## config.mk

```make
export PLATFORM = sky130hd
export DESIGN_NAME = sifhTop
export DESIGN_NICKNAME = d
export VERILOG_FILES = /design/src/sifhPkg.sv /design/src/histogramBank.sv /design/src/passControl.sv /design/src/peakTracker.sv /design/src/sampleFilter.sv /design/src/searchWindow.sv /design/src/sifhTop.sv
export VERILOG_INCLUDE_DIRS = /design/src /design/src/include
export SDC_FILE = /design/constraint.sdc
export NUM_CORES = 1
export LEC_CHECK = 0
export ABC_AREA = 0
export BUFFER_PORTS_ARGS = -buffer_cell sky130_fd_sc_hd__buf_2
export CAP_MARGIN = 10
export CORE_ASPECT_RATIO = 0.75
export CORE_UTILIZATION = 60
export DETAILED_ROUTE_END_ITERATION = 6
export PLACE_DENSITY_LB_ADDON = 0.05
export SYNTH_ARGS = -nofsm -noshare
export SYNTH_HDL_FRONTEND = slang
export SYNTH_SLANG_ARGS = --single-unit
```

## constraint.sdc

```tcl
create_clock -name clk -period 4.45 [get_ports clk]
set_input_delay 0.6675 -clock clk [delete_from_list [all_inputs] [get_ports clk]]
set_output_delay 0.6675 -clock clk [all_outputs]
set_load 0.02 [all_outputs]
```

## src/include/sifh_params.svh

```systemverilog
// sizes are fixed at compile time; NP must equal 2*NB and PIXEL_NUM must be at least 2
`ifndef SIFH_PARAMS_SVH
`define SIFH_PARAMS_SVH

// ******************************
// base sizes
// ******************************

// timestamp width, all-ones is the no-detection code
`define NP 8
// bin index width
`define NB 4
// pixels served in rotation
`define PIXEL_NUM 4
// samples per pixel per acquisition
`define DATA_NUM 2
// acquisitions per pass
`define ACQ_NUM 4
// bin counter width
`define PEAK_MAX 6

// ******************************
// derived values
// ******************************

// bins per histogram and fine window width
`define BIN_NUM (1 << `NB)
// pixel index width
`define PIX_W $clog2(`PIXEL_NUM)
// half window, the window sits SB below the coarse bin start
`define SB (1 << (`NB - 1))

`endif

```

## src/sifhPkg.sv

```systemverilog
// shared types only; every width here comes from the params header
`include "sifh_params.svh"

package sifhPkg;

    // ******************************
    // pass state
    // ******************************

    // coarse builds the window, fine builds the result
    typedef enum logic {
        COARSE = 1'b0,
        FINE   = 1'b1
    } passT;

    // ******************************
    // datapath records
    // ******************************

    // filter output, bin already relative to the window in the fine pass
    typedef struct packed {
        logic              valid;
        logic [`PIX_W-1:0] pixel;
        logic [`NB-1:0]    bin;
    } sampleT;

    // histogram output, count is the value after the increment
    typedef struct packed {
        logic                 valid;
        logic [`PIX_W-1:0]    pixel;
        logic [`NB-1:0]       bin;
        logic [`PEAK_MAX-1:0] count;
    } hitT;

    // window low bound of one pixel
    typedef logic [`NP-1:0] windowT;

    // running peak of one pixel
    typedef struct packed {
        logic [`NB-1:0]       bin;
        logic [`PEAK_MAX-1:0] count;
    } peakT;

    // final timestamp of one pixel
    typedef logic [`NP-1:0] resultT;

endpackage

```

## src/histogramBank.sv

```systemverilog
// counters are PEAK_MAX bits wide and must never see more hits per bin than they can hold
`include "sifh_params.svh"

module histogramBank import sifhPkg::*; (
    input  logic   clk,
    input  logic   combin_res,
    input  sampleT sample,
    input  logic   passEnd,
    output hitT    hit
);

    localparam int ENTRY_NUM = `PIXEL_NUM * `BIN_NUM;
    localparam int ADDR_W    = `PIX_W + `NB;

    // one histogram per pixel, pixel in the upper address bits
    logic [`PEAK_MAX-1:0] counters [ENTRY_NUM];
    // clear entries read as zero
    logic [ENTRY_NUM-1:0] validTbl;
    logic [ADDR_W-1:0]    rdAddr;
    logic [ADDR_W-1:0]    wrAddr;
    logic                 forward;
    logic [`PEAK_MAX-1:0] stored;
    logic [`PEAK_MAX-1:0] current;

    // ******************************
    // read side
    // ******************************

    assign rdAddr = {sample.pixel, sample.bin};
    assign wrAddr = {hit.pixel, hit.bin};

    // previous hit is written back one edge late
    assign forward = hit.valid && (wrAddr == rdAddr);
    assign stored  = validTbl[rdAddr] ? counters[rdAddr] : '0;
    assign current = forward ? hit.count : stored;

    // increment and present
    always_ff @(posedge clk or negedge combin_res) begin
        if (!combin_res) begin
            hit <= '0;
        end else begin
            hit <= '{
                valid: sample.valid,
                pixel: sample.pixel,
                bin:   sample.bin,
                count: current + 1'b1
            };
        end
    end

    // ******************************
    // write back and clear
    // ******************************

    always_ff @(posedge clk) begin
        if (hit.valid) begin
            counters[wrAddr] <= hit.count;
        end
    end

    // whole table cleared in one cycle at the end of a pass
    always_ff @(posedge clk or negedge combin_res) begin
        if (!combin_res) begin
            validTbl <= '0;
        end else if (passEnd) begin
            validTbl <= '0;
        end else if (hit.valid) begin
            validTbl[wrAddr] <= 1'b1;
        end
    end

    // an accepted sample never finds its counter already full
    assert property (@(posedge clk) disable iff (!combin_res)
        sample.valid |-> (current != '1));

endmodule

```

## src/passControl.sv

```systemverilog
// no back-pressure; wrEn must stay low from the last sample of a pass until busy falls
`include "sifh_params.svh"

module passControl import sifhPkg::*; (
    input  logic              clk,
    input  logic              combin_res,
    input  logic              wrEn,
    output logic [`PIX_W-1:0] pixel,
    output passT              pass,
    output logic              passEnd,
    output logic              busy
);

    // counter widths, kept at least one bit
    localparam int SAMPLE_W = (`DATA_NUM > 1) ? $clog2(`DATA_NUM) : 1;
    localparam int ACQ_W    = (`ACQ_NUM > 1) ? $clog2(`ACQ_NUM) : 1;

    logic [SAMPLE_W-1:0] sampleCnt;
    logic [`PIX_W-1:0]   pixelCnt;
    logic [ACQ_W-1:0]    acqCnt;
    logic                sampleWrap;
    logic                pixelWrap;
    logic                acqWrap;
    logic                lastSample;
    // one bit per pipeline stage still draining
    logic [2:0]          flush;

    // ******************************
    // rotation counters
    // ******************************

    assign sampleWrap = (sampleCnt == SAMPLE_W'(`DATA_NUM - 1));
    assign pixelWrap  = (pixelCnt == `PIX_W'(`PIXEL_NUM - 1));
    assign acqWrap    = (acqCnt == ACQ_W'(`ACQ_NUM - 1));

    // strobe that closes the pass
    assign lastSample = wrEn && sampleWrap && pixelWrap && acqWrap;

    always_ff @(posedge clk or negedge combin_res) begin
        if (!combin_res) begin
            sampleCnt <= '0;
            pixelCnt  <= '0;
            acqCnt    <= '0;
        end else if (wrEn) begin
            if (sampleWrap) begin
                sampleCnt <= '0;
                // next pixel after DATA_NUM samples
                if (pixelWrap) begin
                    pixelCnt <= '0;
                    acqCnt   <= acqWrap ? '0 : acqCnt + 1'b1;
                end else begin
                    pixelCnt <= pixelCnt + 1'b1;
                end
            end else begin
                sampleCnt <= sampleCnt + 1'b1;
            end
        end
    end

    // pixel of the sample now at the input
    assign pixel = pixelCnt;

    // ******************************
    // end of pass sequencing
    // ******************************

    always_ff @(posedge clk or negedge combin_res) begin
        if (!combin_res) begin
            flush <= '0;
            pass  <= COARSE;
        end else begin
            // filter, bank, tracker stages
            flush <= {flush[1:0], lastSample};
            if (passEnd) begin
                pass <= (pass == COARSE) ? FINE : COARSE;
            end
        end
    end

    // last item has left the peak tracker
    assign passEnd = flush[2];
    assign busy    = |flush;

    // no strobe while the flush is draining
    assert property (@(posedge clk) disable iff (!combin_res)
        wrEn |-> !busy);

    // pass end is a single pulse
    assert property (@(posedge clk) disable iff (!combin_res)
        passEnd |=> !passEnd);

endmodule

```

## src/peakTracker.sv

```systemverilog
// ties keep the first bin to reach a count; peaks are zeroed on every pass end
`include "sifh_params.svh"

module peakTracker import sifhPkg::*; (
    input  logic                  clk,
    input  logic                  combin_res,
    input  hitT                   hit,
    input  logic                  passEnd,
    output peakT [`PIXEL_NUM-1:0] peaks
);

    // stored peak of the pixel under the current hit
    peakT held;
    // hit beats the stored maximum
    logic better;

    // ******************************
    // compare
    // ******************************

    always_comb begin
        held = peaks[hit.pixel];
        // strictly greater, so an equal count never moves the peak
        better = hit.valid && (hit.count > held.count);
    end

    // ******************************
    // peak storage
    // ******************************

    always_ff @(posedge clk or negedge combin_res) begin
        if (!combin_res) begin
            peaks <= '0;
        end else if (passEnd) begin
            // window and result logic sample the peaks on this same edge
            peaks <= '0;
        end else if (better) begin
            peaks[hit.pixel] <= '{
                bin:   hit.bin,
                count: hit.count
            };
        end
    end

endmodule

```

## src/sampleFilter.sv

```systemverilog
// fine-pass windows must stay inside the timestamp range; all-ones data is never counted
`include "sifh_params.svh"

module sampleFilter import sifhPkg::*; (
    input  logic                    clk,
    input  logic                    combin_res,
    input  logic                    wrEn,
    input  logic [`NP-1:0]          data,
    input  logic [`PIX_W-1:0]       pixel,
    input  passT                    pass,
    input  windowT [`PIXEL_NUM-1:0] windows,
    output sampleT                  sample
);

    logic [`NP-1:0] offset;
    logic [`NB-1:0] nextBin;
    logic           noDetect;
    logic           inRange;

    // ******************************
    // bin selection
    // ******************************

    always_comb begin
        // distance from the window low, wraps high when below it
        offset   = data - windows[pixel];
        noDetect = &data;
        if (pass == COARSE) begin
            // top bits only
            nextBin = data[`NP-1 -: `NB];
            inRange = 1'b1;
        end else begin
            nextBin = offset[`NB-1:0];
            // outside the window is dropped
            inRange = (offset < `BIN_NUM);
        end
    end

    // ******************************
    // output register
    // ******************************

    always_ff @(posedge clk or negedge combin_res) begin
        if (!combin_res) begin
            sample <= '0;
        end else begin
            sample <= '{
                valid: wrEn && !noDetect && inRange,
                pixel: pixel,
                bin:   nextBin
            };
        end
    end

endmodule

```

## src/searchWindow.sv

```systemverilog
// the window upper clamp keeps every fine window inside the timestamp range
`include "sifh_params.svh"

module searchWindow import sifhPkg::*; (
    input  logic                    clk,
    input  logic                    combin_res,
    input  logic                    passEnd,
    input  passT                    pass,
    input  peakT   [`PIXEL_NUM-1:0] peaks,
    output windowT [`PIXEL_NUM-1:0] windows,
    output resultT [`PIXEL_NUM-1:0] result,
    output logic                    resultValid
);

    // highest legal window low, one bit wider for the compare
    localparam logic [`NP:0] LOW_MAX = (1 << `NP) - `BIN_NUM;
    localparam logic [`NP:0] HALF    = `SB;

    // ******************************
    // window rule
    // ******************************

    function automatic windowT clampLow(input logic [`NB-1:0] bin);
        logic [`NP:0] start;
        logic [`NP:0] low;
        // first timestamp of the coarse bin
        start = {1'b0, bin, {(`NP - `NB){1'b0}}};
        low   = start - HALF;
        if (start < HALF) begin
            return '0;
        end else if (low > LOW_MAX) begin
            return LOW_MAX[`NP-1:0];
        end
        return low[`NP-1:0];
    endfunction

    // coarse pass end loads windows, fine pass end flags results
    always_ff @(posedge clk or negedge combin_res) begin
        if (!combin_res) begin
            windows     <= '0;
            resultValid <= 1'b0;
        end else begin
            resultValid <= passEnd && (pass == FINE);
            if (passEnd && (pass == COARSE)) begin
                for (int p = 0; p < `PIXEL_NUM; p++) begin
                    // empty histogram keeps the window at zero
                    windows[p] <= (peaks[p].count == '0) ? '0 : clampLow(peaks[p].bin);
                end
            end
        end
    end

    // ******************************
    // result assembly
    // ******************************

    always_ff @(posedge clk) begin
        if (passEnd && (pass == FINE)) begin
            for (int p = 0; p < `PIXEL_NUM; p++) begin
                // fine bin is relative to the window low
                result[p] <= (peaks[p].count == '0) ? windows[p] :
                             windows[p] + {{(`NP - `NB){1'b0}}, peaks[p].bin};
            end
        end
    end

endmodule

```

## src/sifhTop.sv

```systemverilog
// results are only meaningful during the resultValid pulse; see passControl for strobe limits
`include "sifh_params.svh"

module sifhTop (
    input  logic                             clk,
    input  logic                             combin_res,
    input  logic                             wrEn,
    input  logic [`NP-1:0]                   data,
    output logic                             busy,
    output logic                             resultValid,
    output sifhPkg::resultT [`PIXEL_NUM-1:0] result,
    output sifhPkg::passT                    pass
);

    // ******************************
    // internal wires
    // ******************************

    logic [`PIX_W-1:0]                pixel;
    logic                             passEnd;
    sifhPkg::sampleT                  sample;
    sifhPkg::hitT                     hit;
    sifhPkg::peakT   [`PIXEL_NUM-1:0] peaks;
    // fed back from the window logic to the filter
    sifhPkg::windowT [`PIXEL_NUM-1:0] windows;

    // counters, pass state, flush
    passControl passControl_inst (
        .clk        (clk),
        .combin_res (combin_res),
        .wrEn       (wrEn),
        .pixel      (pixel),
        .pass       (pass),
        .passEnd    (passEnd),
        .busy       (busy)
    );

    // ******************************
    // datapath chain
    // ******************************

    sampleFilter sampleFilter_inst (
        .clk        (clk),
        .combin_res (combin_res),
        .wrEn       (wrEn),
        .data       (data),
        .pixel      (pixel),
        .pass       (pass),
        .windows    (windows),
        .sample     (sample)
    );

    histogramBank histogramBank_inst (
        .clk        (clk),
        .combin_res (combin_res),
        .sample     (sample),
        .passEnd    (passEnd),
        .hit        (hit)
    );

    peakTracker peakTracker_inst (
        .clk        (clk),
        .combin_res (combin_res),
        .hit        (hit),
        .passEnd    (passEnd),
        .peaks      (peaks)
    );

    // window load after coarse, results after fine
    searchWindow searchWindow_inst (
        .clk         (clk),
        .combin_res  (combin_res),
        .passEnd     (passEnd),
        .pass        (pass),
        .peaks       (peaks),
        .windows     (windows),
        .result      (result),
        .resultValid (resultValid)
    );

endmodule

```

==> metrics.cfg <==
[timing]
skew_ns=0.01816
worst_slew_pin_slew_ns=1.185
finalCritPeriodShare=0.8202
relSlewSlack=0.2042
setup_viol=0
hold_viol_final=0
timing.fmax_mhz=274.0
slew_viol_final=0
rsz0062_at_grt=false
fin_tns_setup_ns=0
min_period_ns=3.650

[pwr]
switchingPower_w=0.005073
combPwrFrac=0.245
power_density_nw_per_um2=614.2
internal-power_w=0.01113
clockPowerShare=0.291
power.share.switching=0.3131
leakage_nw=9.588
ir_worst_vdd_v=0.0004065
power_frac_seq=0.464

[floorplanning]
rows=62
fp.coreArea_sq_um=38630
die_h_microns=174.4
die_w_microns=231.9
ios=46
die_area_sq_um=40450
initial_core_util=0.6157

[finish]
antenna_cells=0
final_common_cell=edfxtp_1
area_growth_pct=10.94
final_area_sq_um=26390
drive_gt1_frac=0.1947
fin_nets=1579
final_cell_mix=416 x edfxtp_1, 253 x nor2_1, 144 x dfrtp_1, 118 x mux4_2, 66 x mux2i_1
final_core_util=0.6830
fin_cells=2099

[grt]
antenna_found_initial=0
grt_busiest_layer=met1
grt_use_total=0.2849
use_met3=0.06808
grt_pass1_vias=13204
gr-total-overflow=0
grt_pass1_wl_microns=83720
use_met2=0.3968
met1_usage=0.4566
grt_max_degree=92

[routing]
drt_iter0_drc=1678
totalWireLength_microns=55450
dr.pass1.iters=5
wire_per_inst_microns=26.42
detail-route-antenna-nets=0
via_count=13410
vias_per_cell=6.389
drc=0

[synth]
yosysWarnings=0
synth_edf_count=416
avgSynthCellArea_sq_um=16.01
synth_top_family_by_area=multiplexers
synth_seq_cells=570
synth_compound_area_frac=0.03751
synthMuxAreaShare=0.1536
synthSimpleGateAreaFrac=0.07486
synth_cells=1486
synth_area_sq_um=23790
synth.net_count=1523
synth.distinct_cells=54
synth_fa_ha_area_frac=0.01399
synthArstFlopShare=0.2702
yosysSeqAreaShare=0.6872
synthXorXnorAreaFrac=0.01178
synth_top_flop_cell=edfxtp_1

[clocking]
cts.path.max_buffers=3
postCtsSetupRepairBufs=0
clock_latency_ns=0.59
cts_made_buffers=53
htreeDepth=2
path_clk_slew_ns=0.06
cts.sinks=570
cts-root-buf=clkbuf_16
postCtsHoldBufs=0
cts_tree=built
cts_resized=0

[min_path]
hp-class=primary input to asynchronous set/reset pin

[setup_path]
path_cells=buf_4 -> mux4_2 -> o32ai_1 -> a2111oi_2 -> or2_2 -> a22oi_1 -> inv_1 -> ha_1 -> nor3b_1 -> xor2_1
crit_required_ns=4.91
cp.depth=10
worstSetupEndpointType=register
path_buf_inv=2
arrival_ns=4.11
cp_slowest_stage_delay_ns=0.83
worstSetupStartpointType=register
cp_slowest_cell=dfrtp_4
worstSetupPathType=register to register
reg2reg_depth=10
critical-path-top-delay-family=flip-flops
path_max_fanout=28
rrSetupSlack_ns=0.80

[placed_design]
place_inst=1999
placed_area_sq_um=24570
dp_hpwl_microns=35730
portBuffers=45
place_congestion=0.8853

[run_status]
status=finished clean

[flow_run]
cap_violations=0

per-stage QoR:
stage / worst slack [ns] / total power, W / hold slack, ns
floorplan: 1.342 / 0.01017 / 0.3312
global placement: 0.8920 / 0.01136 / 0.3413
detailed placement: 0.8089 / 0.01152 / 0.3403
CTS: 0.8061 / 0.01620 / 0.1653
global route: 0.5813 / 0.01690 / 0.1834
finish: 0.8000 / 0.01621 / 0.1069
cell families (layout without fill, tap and decap cells):
logic type      count (synthesis)  in the layout
compound gates                130            130
xor+xnor                       32             32
fa+ha+maj                      26             26
buf+inv                       105            206
flops                         570            570
mux                           207            207
simple gates                  416            416
flip-flops by register name (all words and copies together), names as in the netlist:
signal                         cells
histogramBank_inst.counters      384
sampleFilter_inst.sample           7
passControl_inst.flush             3
peakTracker_inst.peaks            40
histogramBank_inst.hit            13
passControl_inst.acqCnt            2
passControl_inst.pixel             2
passControl_inst.pass              1
searchWindow_inst.resultValid      1
histogramBank_inst.validTbl       64
searchWindow_inst.windows         20
searchWindow_inst.result          32
passControl_inst.sampleCnt         1
power by group through the flow:
stage / Combinational (W) / Sequential, W / Clock, W
after floorplan: 0.00283 / 0.00735 / 0
after global placement: 0.00379 / 0.00757 / 0
after detailed placement: 0.00392 / 0.00760 / 0
after CTS: 0.00395 / 0.00749 / 0.00476
after global routing: 0.00433 / 0.00760 / 0.00497
final: 0.00397 / 0.00752 / 0.00471
per-layer routing:
metal / vias up / wire (microns)
met5: - / 0
met4: 0 / 1195
met3: 95 / 5249
met2: 600 / 23790
met1: 6933 / 25220
li1: 5782 / -
path summary, 6_finish.rpt:
check / start / endpoint
min in group clk: wrEn / passControl_inst.sampleCnt
setup / recovery: sampleFilter_inst.sample[0] / histogramBank_inst.hit[4]
hold / removal: combin_res / passControl_inst.acqCnt[1]
setup reg to reg: sampleFilter_inst.sample[0] / histogramBank_inst.hit[4]
hold reg to reg: sampleFilter_inst.sample[6] / histogramBank_inst.hit[12]
max in group asynchronous: combin_res / histogramBank_inst.hit[1]
synth_stat cells (4+ instances only):
master	instances	area [sq um]
a211oi_1	5	37.54
a21oi_1	32	160.2
a22o_1	12	105.1
a22oi_1	24	180.2
a31oi_1	10	62.56
a41oi_1	4	35.03
and2_1	9	56.30
buf_1	4	15.01
buf_2	16	80.08
buf_4	11	82.58
buf_6	4	45.04
clkbuf_1	38	142.6
dfrtp_1	154	3854
edfxtp_1	416	12490
ha_1	25	312.8
inv_1	31	116.4
mux2_2	18	202.7
mux2i_1	66	660.6
mux4_1	5	131.4
mux4_2	118	2658
nand2_1	64	240.2
nand2b_1	12	75.07
nand3_1	23	115.1
nand4_1	14	87.58
nor2_1	253	949.7
nor2b_1	16	100.1
nor3_1	6	30.03
nor4_1	9	56.30
o211ai_1	4	30.03
o21ai_0	16	80.08
or3_1	4	25.02
xnor2_1	27	236.5
xor2_1	5	43.79
area by class of cell:
class / instances / area, sq um
Clock buffer: 67 / 1471
Clock inverter: 33 / 347.8
Fill cell: 2582 / 12250
Inverter: 31 / 116.4
Multi-Input combinational cell: 811 / 6938
Sequential cell: 570 / 16370
Tap cell: 512 / 640.6
Timing Repair Buffer: 75 / 506.7
Power figures use the tool's default switching activity.
